<file path="src/decode_pkg.sv">
`default_nettype none

package decode_pkg;

   // segment register numbers
   typedef logic [2:0] seg_id_t;

   localparam seg_id_t SEG_ES = 3'd0;
   localparam seg_id_t SEG_CS = 3'd1;
   localparam seg_id_t SEG_SS = 3'd2;
   localparam seg_id_t SEG_DS = 3'd3;
   localparam seg_id_t SEG_FS = 3'd4;
   localparam seg_id_t SEG_GS = 3'd5;

   // immediate size codes, anything else is 32-bit
   localparam logic [1:0] IMM_8  = 2'd0;
   localparam logic [1:0] IMM_16 = 2'd1;

   // operand data size codes
   localparam logic [1:0] DSIZE_BYTE  = 2'd0;
   localparam logic [1:0] DSIZE_WORD  = 2'd1;
   localparam logic [1:0] DSIZE_DWORD = 2'd2;
   localparam logic [1:0] DSIZE_QWORD = 2'd3;

   // opcodes known to the control store
   localparam logic [15:0] OP_ADD_RM    = 16'h0001;
   localparam logic [15:0] OP_GRP1_IMM  = 16'h0081;
   localparam logic [15:0] OP_MOV_R_RM  = 16'h008B;
   localparam logic [15:0] OP_MOV_RM_R  = 16'h0089;
   localparam logic [15:0] OP_MOVQ_ST   = 16'h0F7F;
   localparam logic [15:0] OP_CMPXCHG8  = 16'h0FB0;
   localparam logic [15:0] OP_CMPXCHG32 = 16'h0FB1;
   localparam logic [15:0] OP_JMP_FAR   = 16'h00EA;

   // item handed over by stage one
   typedef struct packed {
      logic [127:0] ir;
      logic [31:0]  eip;
      logic [15:0]  cs;
      logic [3:0]   instr_len;
      logic [15:0]  opcode;
      logic         opcode_size;
      logic         segment_override;
      logic         operand_override;
      logic         modrm_present;
      logic         sib_present;
      logic         disp_present;
      logic         imm_present;
      logic         disp_size;
      logic [1:0]   imm_size;
      logic [2:0]   disp_sel;
      logic [3:0]   imm_sel;
      logic [2:0]   off_sel;
      logic [1:0]   offset_size;
      seg_id_t      seg_id;
      logic [7:0]   modrm;
      logic [7:0]   sib;
   } d1_bundle_t;

   // control word, a set mux bit selects the table value
   typedef struct packed {
      logic [2:0] alu_op;
      logic       mux_alu;
      logic       mem_rd;
      logic       mux_mem_rd;
      logic       mem_wr;
      logic       mux_mem_wr;
      logic       ld_gpr;
      logic       mux_ld_gpr;
      logic [2:0] sr1_id;
      logic       mux_sr1;
      logic [2:0] sr2_id;
      logic       mux_sr2;
      logic       mux_seg1;
      logic       mux_seg2;
      logic       seg1_needed;
      logic       mux_seg1_needed;
      logic       sr1_needed;
      logic       mm1_needed;
      logic       ld_mm;
      logic [1:0] data_size;
      logic [4:0] spare;
   } ctrl_word_t;

   typedef struct packed {
      logic [15:0] opcode;
      ctrl_word_t  ctrl;
   } cs_entry_t;

   // everything forced from the table, values zero
   localparam ctrl_word_t CS_DEFAULT = '{
      mux_alu: 1'b1, mux_mem_rd: 1'b1, mux_mem_wr: 1'b1, mux_ld_gpr: 1'b1,
      mux_sr1: 1'b1, mux_sr2: 1'b1, mux_seg1: 1'b1, mux_seg2: 1'b1,
      mux_seg1_needed: 1'b1, data_size: DSIZE_DWORD, default: '0};

   localparam ctrl_word_t CW_ADD = '{
      mux_alu: 1'b1, sr1_needed: 1'b1, data_size: DSIZE_DWORD, default: '0};
   // alu op comes from modrm reg, no second register source
   localparam ctrl_word_t CW_GRP1 = '{
      mux_sr2: 1'b1, sr1_needed: 1'b1, data_size: DSIZE_DWORD, default: '0};
   localparam ctrl_word_t CW_MOV_R_RM = '{
      mux_alu: 1'b1, mux_mem_wr: 1'b1, ld_gpr: 1'b1, mux_ld_gpr: 1'b1,
      data_size: DSIZE_DWORD, default: '0};
   localparam ctrl_word_t CW_MOV_RM_R = '{
      mux_alu: 1'b1, mux_mem_rd: 1'b1, sr1_needed: 1'b1,
      data_size: DSIZE_DWORD, default: '0};
   localparam ctrl_word_t CW_MOVQ_ST = '{
      mux_alu: 1'b1, mux_mem_rd: 1'b1, mux_ld_gpr: 1'b1, mm1_needed: 1'b1,
      data_size: DSIZE_QWORD, default: '0};
   localparam ctrl_word_t CW_CMPXCHG8 = '{
      alu_op: 3'b001, mux_alu: 1'b1, sr1_needed: 1'b1, data_size: DSIZE_BYTE,
      default: '0};
   localparam ctrl_word_t CW_CMPXCHG32 = '{
      alu_op: 3'b001, mux_alu: 1'b1, sr1_needed: 1'b1, data_size: DSIZE_DWORD,
      default: '0};

   localparam int CS_ENTRIES = 8;

   localparam cs_entry_t CS_TABLE [0:CS_ENTRIES-1] = '{
      '{OP_ADD_RM,    CW_ADD},
      '{OP_GRP1_IMM,  CW_GRP1},
      '{OP_MOV_R_RM,  CW_MOV_R_RM},
      '{OP_MOV_RM_R,  CW_MOV_RM_R},
      '{OP_MOVQ_ST,   CW_MOVQ_ST},
      '{OP_CMPXCHG8,  CW_CMPXCHG8},
      '{OP_CMPXCHG32, CW_CMPXCHG32},
      '{OP_JMP_FAR,   CS_DEFAULT}
   };

   // item passed on to address generation
   typedef struct packed {
      logic [31:0] eip_next;
      logic [15:0] cs;
      ctrl_word_t  ctrl;
      logic [47:0] offset;
      logic [31:0] imm32;
      logic [31:0] disp32;
      logic [1:0]  data_size;
      logic        sr1_needed;
      logic        seg1_needed;
      logic        mm1_needed;
      logic        mem_rd;
      logic        mem_wr;
      logic [2:0]  alu_op;
      logic        ld_gpr;
      logic        ld_mm;
      logic [2:0]  sr1;
      logic [2:0]  sr2;
      logic [2:0]  sr3;
      logic [2:0]  sr4;
      seg_id_t     seg1;
      seg_id_t     seg2;
      logic        sib_en;
      logic        disp_en;
      logic        base_reg_en;
      logic        cs_seg;
      logic        cmpxchg;
      logic [1:0]  sib_scale;
   } d2_bundle_t;

endpackage

`default_nettype wire

</file>
<file path="src/pipe_reg.sv">
`timescale 1ns/1ps
`default_nettype none

module pipe_reg #(
   parameter type payload_t = logic
) (
   input  logic     clk,
   input  logic     reset,
   input  logic     valid,
   input  payload_t d,
   output logic     q_valid,
   output payload_t q
);

   // valid follows the strobe one cycle later
   always_ff @(posedge clk) begin
      if (reset) begin
         q_valid <= 1'b0;
      end else begin
         q_valid <= valid;
      end
   end

   // payload holds while idle
   always_ff @(posedge clk) begin
      if (valid) begin
         q <= d;
      end
   end

endmodule

`default_nettype wire

</file>
<file path="src/field_extract.sv">
`timescale 1ns/1ps
`default_nettype none

module field_extract (
   input  decode_pkg::d1_bundle_t item,
   output logic [31:0]            disp32,
   output logic [31:0]            imm32,
   output logic [47:0]            offset
);

   import decode_pkg::*;

   logic [127:0] disp_win;
   logic [127:0] imm_win;
   logic [127:0] off_win;
   logic         far_16;

   // bring the selected byte down to bit 0, bytes are little-endian
   assign disp_win = item.ir >> {item.disp_sel, 3'b000};
   assign imm_win  = item.ir >> {item.imm_sel, 3'b000};
   assign off_win  = item.ir >> {item.off_sel, 3'b000};

   // disp8 is always sign-extended
   always_comb begin
      if (item.disp_size) begin
         disp32 = disp_win[31:0];
      end else begin
         disp32 = {{24{disp_win[7]}}, disp_win[7:0]};
      end
   end

   always_comb begin
      case (item.imm_size)
         IMM_8: begin
            // group 1 ib is the sign-extended form
            if (item.opcode == OP_GRP1_IMM) begin
               imm32 = {{24{imm_win[7]}}, imm_win[7:0]};
            end else begin
               imm32 = {24'h0, imm_win[7:0]};
            end
         end
         IMM_16: begin
            imm32 = {16'h0, imm_win[15:0]};
         end
         default: begin
            imm32 = imm_win[31:0];
         end
      endcase
   end

   // ptr16:16 form of the far jump
   assign far_16 = item.operand_override && (item.opcode == OP_JMP_FAR);

   // selector sits in [47:32], offset in the low bits
   always_comb begin
      if (far_16) begin
         offset = {off_win[31:16], 16'h0, off_win[15:0]};
      end else begin
         offset = off_win[47:0];
      end
   end

endmodule

`default_nettype wire

</file>
<file path="src/control_store.sv">
`timescale 1ns/1ps
`default_nettype none

module control_store (
   input  logic [15:0]            opcode,
   input  logic                   opcode_size,
   output decode_pkg::ctrl_word_t ctrl
);

   import decode_pkg::*;

   logic [15:0] key;

   // one-byte opcodes compare with a zero upper byte
   assign key = opcode_size ? opcode : {8'h00, opcode[7:0]};

   // small lookup table in place of the full microcode rom
   always_comb begin
      ctrl = CS_DEFAULT;
      for (int i = 0; i < CS_ENTRIES; i++) begin
         if (CS_TABLE[i].opcode == key) begin
            ctrl = CS_TABLE[i].ctrl;
         end
      end
   end

endmodule

`default_nettype wire

</file>
<file path="src/decode_merge.sv">
`timescale 1ns/1ps
`default_nettype none

module decode_merge (
   input  decode_pkg::d1_bundle_t item,
   input  decode_pkg::ctrl_word_t ctrl,
   input  logic [31:0]            disp32,
   input  logic [31:0]            imm32,
   input  logic [47:0]            offset,
   output decode_pkg::d2_bundle_t result
);

   import decode_pkg::*;

   logic [1:0] mod_f;
   logic [2:0] reg_f;
   logic [2:0] rm_f;
   logic       mod_reg;
   logic       mod_mem;
   logic       op_0f7f;
   logic [2:0] base_id;
   logic       stack_base;
   seg_id_t    seg_calc;

   assign mod_f = item.modrm[7:6];
   assign reg_f = item.modrm[5:3];
   assign rm_f  = item.modrm[2:0];

   assign mod_reg = (mod_f == 2'b11);
   assign mod_mem = ~mod_reg;

   // movq mm/m64,mm
   assign op_0f7f = (item.opcode == OP_MOVQ_ST);

   // base register comes from sib when present
   assign base_id = item.sib_present ? item.sib[2:0] : rm_f;

   // esp or ebp base defaults to the stack segment
   assign stack_base = (item.sib_present && (item.sib[2:0] == 3'b100)) ||
                       (item.modrm_present && (mod_f == 2'b01 || mod_f == 2'b10) &&
                        (rm_f == 3'b101));

   always_comb begin
      if (item.segment_override) begin
         seg_calc = item.seg_id;
      end else if (stack_base) begin
         seg_calc = SEG_SS;
      end else begin
         seg_calc = SEG_DS;
      end
   end

   always_comb begin
      result.eip_next = item.eip + {28'h0, item.instr_len};
      result.cs       = item.cs;
      result.ctrl     = ctrl;
      result.offset   = offset;
      result.imm32    = imm32;
      result.disp32   = disp32;

      // operand size prefix forces 16-bit
      result.data_size = item.operand_override ? DSIZE_WORD : ctrl.data_size;

      // table or modrm selection, one mux bit each
      result.seg1_needed = ctrl.mux_seg1_needed ? ctrl.seg1_needed : mod_mem;
      result.mem_rd      = ctrl.mux_mem_rd ? ctrl.mem_rd : mod_mem;
      result.mem_wr      = ctrl.mux_mem_wr ? ctrl.mem_wr : mod_mem;
      result.alu_op      = ctrl.mux_alu ? ctrl.alu_op : reg_f;
      result.ld_gpr      = ctrl.mux_ld_gpr ? ctrl.ld_gpr : mod_reg;
      result.sr1         = ctrl.mux_sr1 ? ctrl.sr1_id : base_id;
      result.sr2         = ctrl.mux_sr2 ? ctrl.sr2_id : reg_f;
      result.seg1        = ctrl.mux_seg1 ? SEG_ES : seg_calc;
      result.seg2        = ctrl.mux_seg2 ? reg_f : SEG_SS;

      // mmx rules, 0f7f store writes the mm register in reg form
      result.sr1_needed = ctrl.sr1_needed | (ctrl.mm1_needed & mod_mem);
      result.mm1_needed = ctrl.mm1_needed & mod_reg & ~op_0f7f;
      result.ld_mm      = ctrl.ld_mm | (mod_reg & op_0f7f);

      result.sr3       = reg_f;
      result.sr4       = item.sib[5:3];
      result.sib_scale = item.sib[7:6];
      result.sib_en    = item.sib_present;
      result.disp_en   = item.disp_present;

      // disp32 only, no base register
      result.base_reg_en = (mod_f == 2'b00) && (rm_f == 3'b101);
      result.cs_seg      = (item.seg_id == SEG_CS);
      result.cmpxchg     = ({item.opcode[15:1], 1'b0} == OP_CMPXCHG8);
   end

endmodule

`default_nettype wire

</file>
<file path="src/decode_stage2.sv">
`timescale 1ns/1ps
`default_nettype none

module decode_stage2 (
   input  logic                   clk,
   input  logic                   reset,
   input  logic                   in_valid,
   input  decode_pkg::d1_bundle_t in_item,
   output logic                   out_valid,
   output decode_pkg::d2_bundle_t out_item
);

   import decode_pkg::*;

   d1_bundle_t  cap_item;
   logic        cap_valid;
   ctrl_word_t  ctrl;
   logic [31:0] disp32;
   logic [31:0] imm32;
   logic [47:0] offset;
   d2_bundle_t  merged_item;

   // capture from stage one
   pipe_reg #(.payload_t(d1_bundle_t)) u_capture (
      .clk     (clk),
      .reset   (reset),
      .valid   (in_valid),
      .d       (in_item),
      .q_valid (cap_valid),
      .q       (cap_item)
   );

   field_extract u_fields (
      .item   (cap_item),
      .disp32 (disp32),
      .imm32  (imm32),
      .offset (offset)
   );

   control_store u_cstore (
      .opcode      (cap_item.opcode),
      .opcode_size (cap_item.opcode_size),
      .ctrl        (ctrl)
   );

   decode_merge u_merge (
      .item   (cap_item),
      .ctrl   (ctrl),
      .disp32 (disp32),
      .imm32  (imm32),
      .offset (offset),
      .result (merged_item)
   );

   // staging toward address generation
   pipe_reg #(.payload_t(d2_bundle_t)) u_stage (
      .clk     (clk),
      .reset   (reset),
      .valid   (cap_valid),
      .d       (merged_item),
      .q_valid (out_valid),
      .q       (out_item)
   );

endmodule

`default_nettype wire

</file>
<file path="config.mk">
export PLATFORM = sky130hd
export DESIGN_NAME = decode_stage2
export DESIGN_NICKNAME = d
export VERILOG_FILES = /design/src/decode_pkg.sv /design/src/pipe_reg.sv /design/src/field_extract.sv /design/src/control_store.sv /design/src/decode_merge.sv /design/src/decode_stage2.sv
export SDC_FILE = /design/constraint.sdc
export NUM_CORES = 1
export LEC_CHECK = 0
export ABC_AREA = 1
export BUFFER_PORTS_ARGS = -buffer_cell sky130_fd_sc_hd__buf_2
export CAP_MARGIN = 40
export CORE_MARGIN = 2
export CORE_UTILIZATION = 42
export DETAILED_ROUTE_END_ITERATION = 10
export GPL_TIMING_DRIVEN = 0
export PLACE_DENSITY = 0.66
export SYNTH_ARGS = -nofsm -noshare
export SYNTH_HDL_FRONTEND = slang
export SYNTH_SLANG_ARGS = --single-unit
</file>
<file path="constraint.sdc">
create_clock -name clk -period 11.5 [get_ports clk]
set_clock_uncertainty 0.2 [all_clocks]
set_input_delay 1.725 -clock clk [delete_from_list [all_inputs] [get_ports clk]]
set_output_delay 1.725 -clock clk [all_outputs]
set_load 0.03 [all_outputs]
</file>
==> metrics.yaml <==
status: "completed"
cellLeakagePower_nw: 11.83
p_per_area_nw_per_um2: 159.1
rows: 86
place_hpwl_mm: 84.11
start_util: 0.4248
drv_slew: 0
internal-power_w: 0.003004
hold_buffers: 0
synth-main-ff-cell: "edfxtp_1"
grt_start_max_net_pins: 122
hold_class: "reg -> reg"
pin_count: 470
netSwitchingFraction: 0.3320
crit_type: "reg -> out"
min_period_ns: 3.292
die_h_um: 240.0
die_x_um: 240.0
cp_slowest_cell: "edfxtp_1"
core_area_sq_um: 55090
fin_tns_setup_ns: 0
yosysMostFrequentCell: "nand2_1"
dr.pass1.iters: 6
rsz0062_at_grt: "no"
path_max_fanout: 4
setup_violations: 0
cts_root_buf: "clkbuf_16"
cts-resized-gates: 0
async_flop_share: 0
critical-path-max-stage-delay_ns: 0.44
postRouteAntennaNets: 0
worstPathArrival_ns: 1.37
antenna_found_initial: 9
synth_largest_area_cell: "edfxtp_1"
finalHoldViolCount: 0
syn_area_sq_um: 23400
drc: 0
synth_edf_count: 442
drt-total-wl_mm: 108.2
avgSynthCellArea_sq_um: 8.945
ys_types: 42
pwr-share-clk: 0.320
synth_seq_cells: 444
dieArea_sq_um: 57620
grt_use_total: 0.3681
required_ns: 9.58
yosysTopAreaCellShare: 0.5672
ff2ff_setup_slack_ns: 8.86
peakVddDrop_mv: 0.1357
nNetsFinal: 3383
drt-initial-drc-count: 3044
worst_skew_pair.late_latency_ns: 0.60
cts_made_buffers: 46
post-route-period-util: 0.2862
postSynthCellCount: 2616
grt-ovfl-total: 0
yosysSeqAreaShare: 0.5689
grt_pass1_wl_mm: 149.4
r2r_start: "u_capture.q[21]"
pre_cts_slack_ns: 7.876
switchingPower_w: 0.001493
cts.sinks: 444
worst_slew_pin_slew_ns: 0.9561
fmax_ghz: 0.3038
power_frac_comb: 0.219
cts_tree: "done"
p_seq_frac: 0.461
endpoint_kind: "output port"
port_buffers: 449
post-cts-setup-buffer-count: 0
reg2reg_to: "u_stage.q[140]"
max-clock-path-buffers: 3
via_count: 22490
syn_to_final_growth_pct: 20.76
drv_cap: 0
drive_gt1_frac: 0.2136
crit_path_end: "out_item[167]"
vias_per_cell: 5.722
critPathLaunch: "u_stage.q[159]"
ys_top_cells_by_count: "nand2_1 (783), edfxtp_1 (442), o21ai_0 (397)"
clk_pin_slew_ns: 0.06
place.gp.congestion: 1.142
worstRegToRegCells: 7
path_cells: "buf_4 > buf_2"
critPathLaunchType: "register"
relSlewSlack: 0.3626
setup_slack_ns: 8.208
wl_per_cell_um: 27.54
grt_pass1_vias: 21270
synth_warnings: 0
htree_levels: 2
synth_area_leaders: "edfxtp_1 (57%), nand2_1 (13%), o21ai_0 (8.5%)"
metrics by stage:
step	util	cell area (sq um)	hold slack, ns	power, W	std cells
after floorplan	-	23470	0.2003	0.002604	2633
after global placement	0.4837	26650	0.2007	0.003053	3830
after detailed placement	0.4860	26780	0.2045	0.003047	3835
after CTS	0.5125	28230	0.2184	0.004479	3921
after global routing	0.5127	28250	0.2263	0.004641	3926
final	0.5129	28260	0.2168	0.004496	3930
power by group through the flow:
stage | registers (W) | clock network, W | logic, W
4_1_cts | 0.00206 | 0.00146 | 0.000954
6_report | 0.00207 | 0.00144 | 0.000984
5_1_grt | 0.00208 | 0.00152 | 0.00104
2_1_floorplan | 0.00218 | 0 | 0.000429
3_3_place_gp | 0.00212 | 0 | 0.000932
3_5_place_dp | 0.00210 | 0 | 0.000950
state kept, by name (all words and copies together) (netlist names):
name / cells
u_capture.q: 234
u_stage.q: 208
u_capture.q_valid: 1
u_stage.q_valid: 1
kinds of logic (layout without fill, tap and decap cells):
kind of cell / count (synthesis) / in the layout / synth area share
simple gates: 1148 / 1148 / 0.2008
compound gates: 627 / 627 / 0.1437
flops: 444 / 444 / 0.5689
buf+inv: 365 / 906 / 0.07320
xor+xnor: 21 / 21 / 0.007860
fa+ha+maj: 7 / 7 / 0.004063
mux: 3 / 3 / 0.001283
other cells: 1 / 26 / 0.0001602
placed cells by master, fill, tap and decap left out, types with 46 or more instances in the layout:
master     synthesis  final
edfxtp_1         442    442
clkbuf_16          0     46
nor2_1           150    150
buf_2             67    517
o211ai_1          74     74
a21oi_1           90     90
nand2_1          783    783
inv_1            174    174
clkbuf_1          57     68
o21ai_0          397    397
nand3_1          144    144
routing by layer:
metal  vias to the layer above  wire length, um  global-route usage
li1                       9970                -                   -
met1                     10730            44270              0.5032
met2                      1507            46620              0.5467
met3                       281            11820              0.1010
met4                         0             5530              0.1643
met5                         -                0                   0
worst min-delay path by stage:
| stage | from | to | slack [ns] | depth (start not counted) |
|---|---|---|---|---|
| 5_1_grt | u_capture.q[65] | u_stage.q[185] | 0.23 | 0 |
| 2_1_floorplan | u_capture.q[6] | u_stage.q[0] | 0.20 | 0 |
| 3_5_place_dp | u_capture.q[3] | u_stage.q[13] | 0.20 | 0 |
| 3_3_place_gp | u_capture.q[68] | u_stage.q[188] | 0.20 | 0 |
| 4_1_cts | u_capture.q[3] | u_stage.q[13] | 0.22 | 0 |
| 6_report | u_capture.q[3] | u_stage.q[13] | 0.22 | 0 |
critical path, delay by kind of cell, from the launching register on:
| family | cells | cell delay, ns |
|---|---|---|
| buf+inv | 2 | 0.33 |
| flops | 1 | 0.44 |
area by class of cell:
class | instances | area (sq um)
multi-input cells | 1824 | 8439
repair buffers | 455 | 2377
flip-flops and latches | 444 | 13320
clock inverters | 29 | 264.0
diodes | 8 | 20.02
plain buffers | 184 | 1033
clock buffers | 57 | 1192
well taps | 748 | 935.9
inverters | 181 | 679.4
fillers | 5296 | 26830
Note: power is estimated with default switching activity, not from simulation.
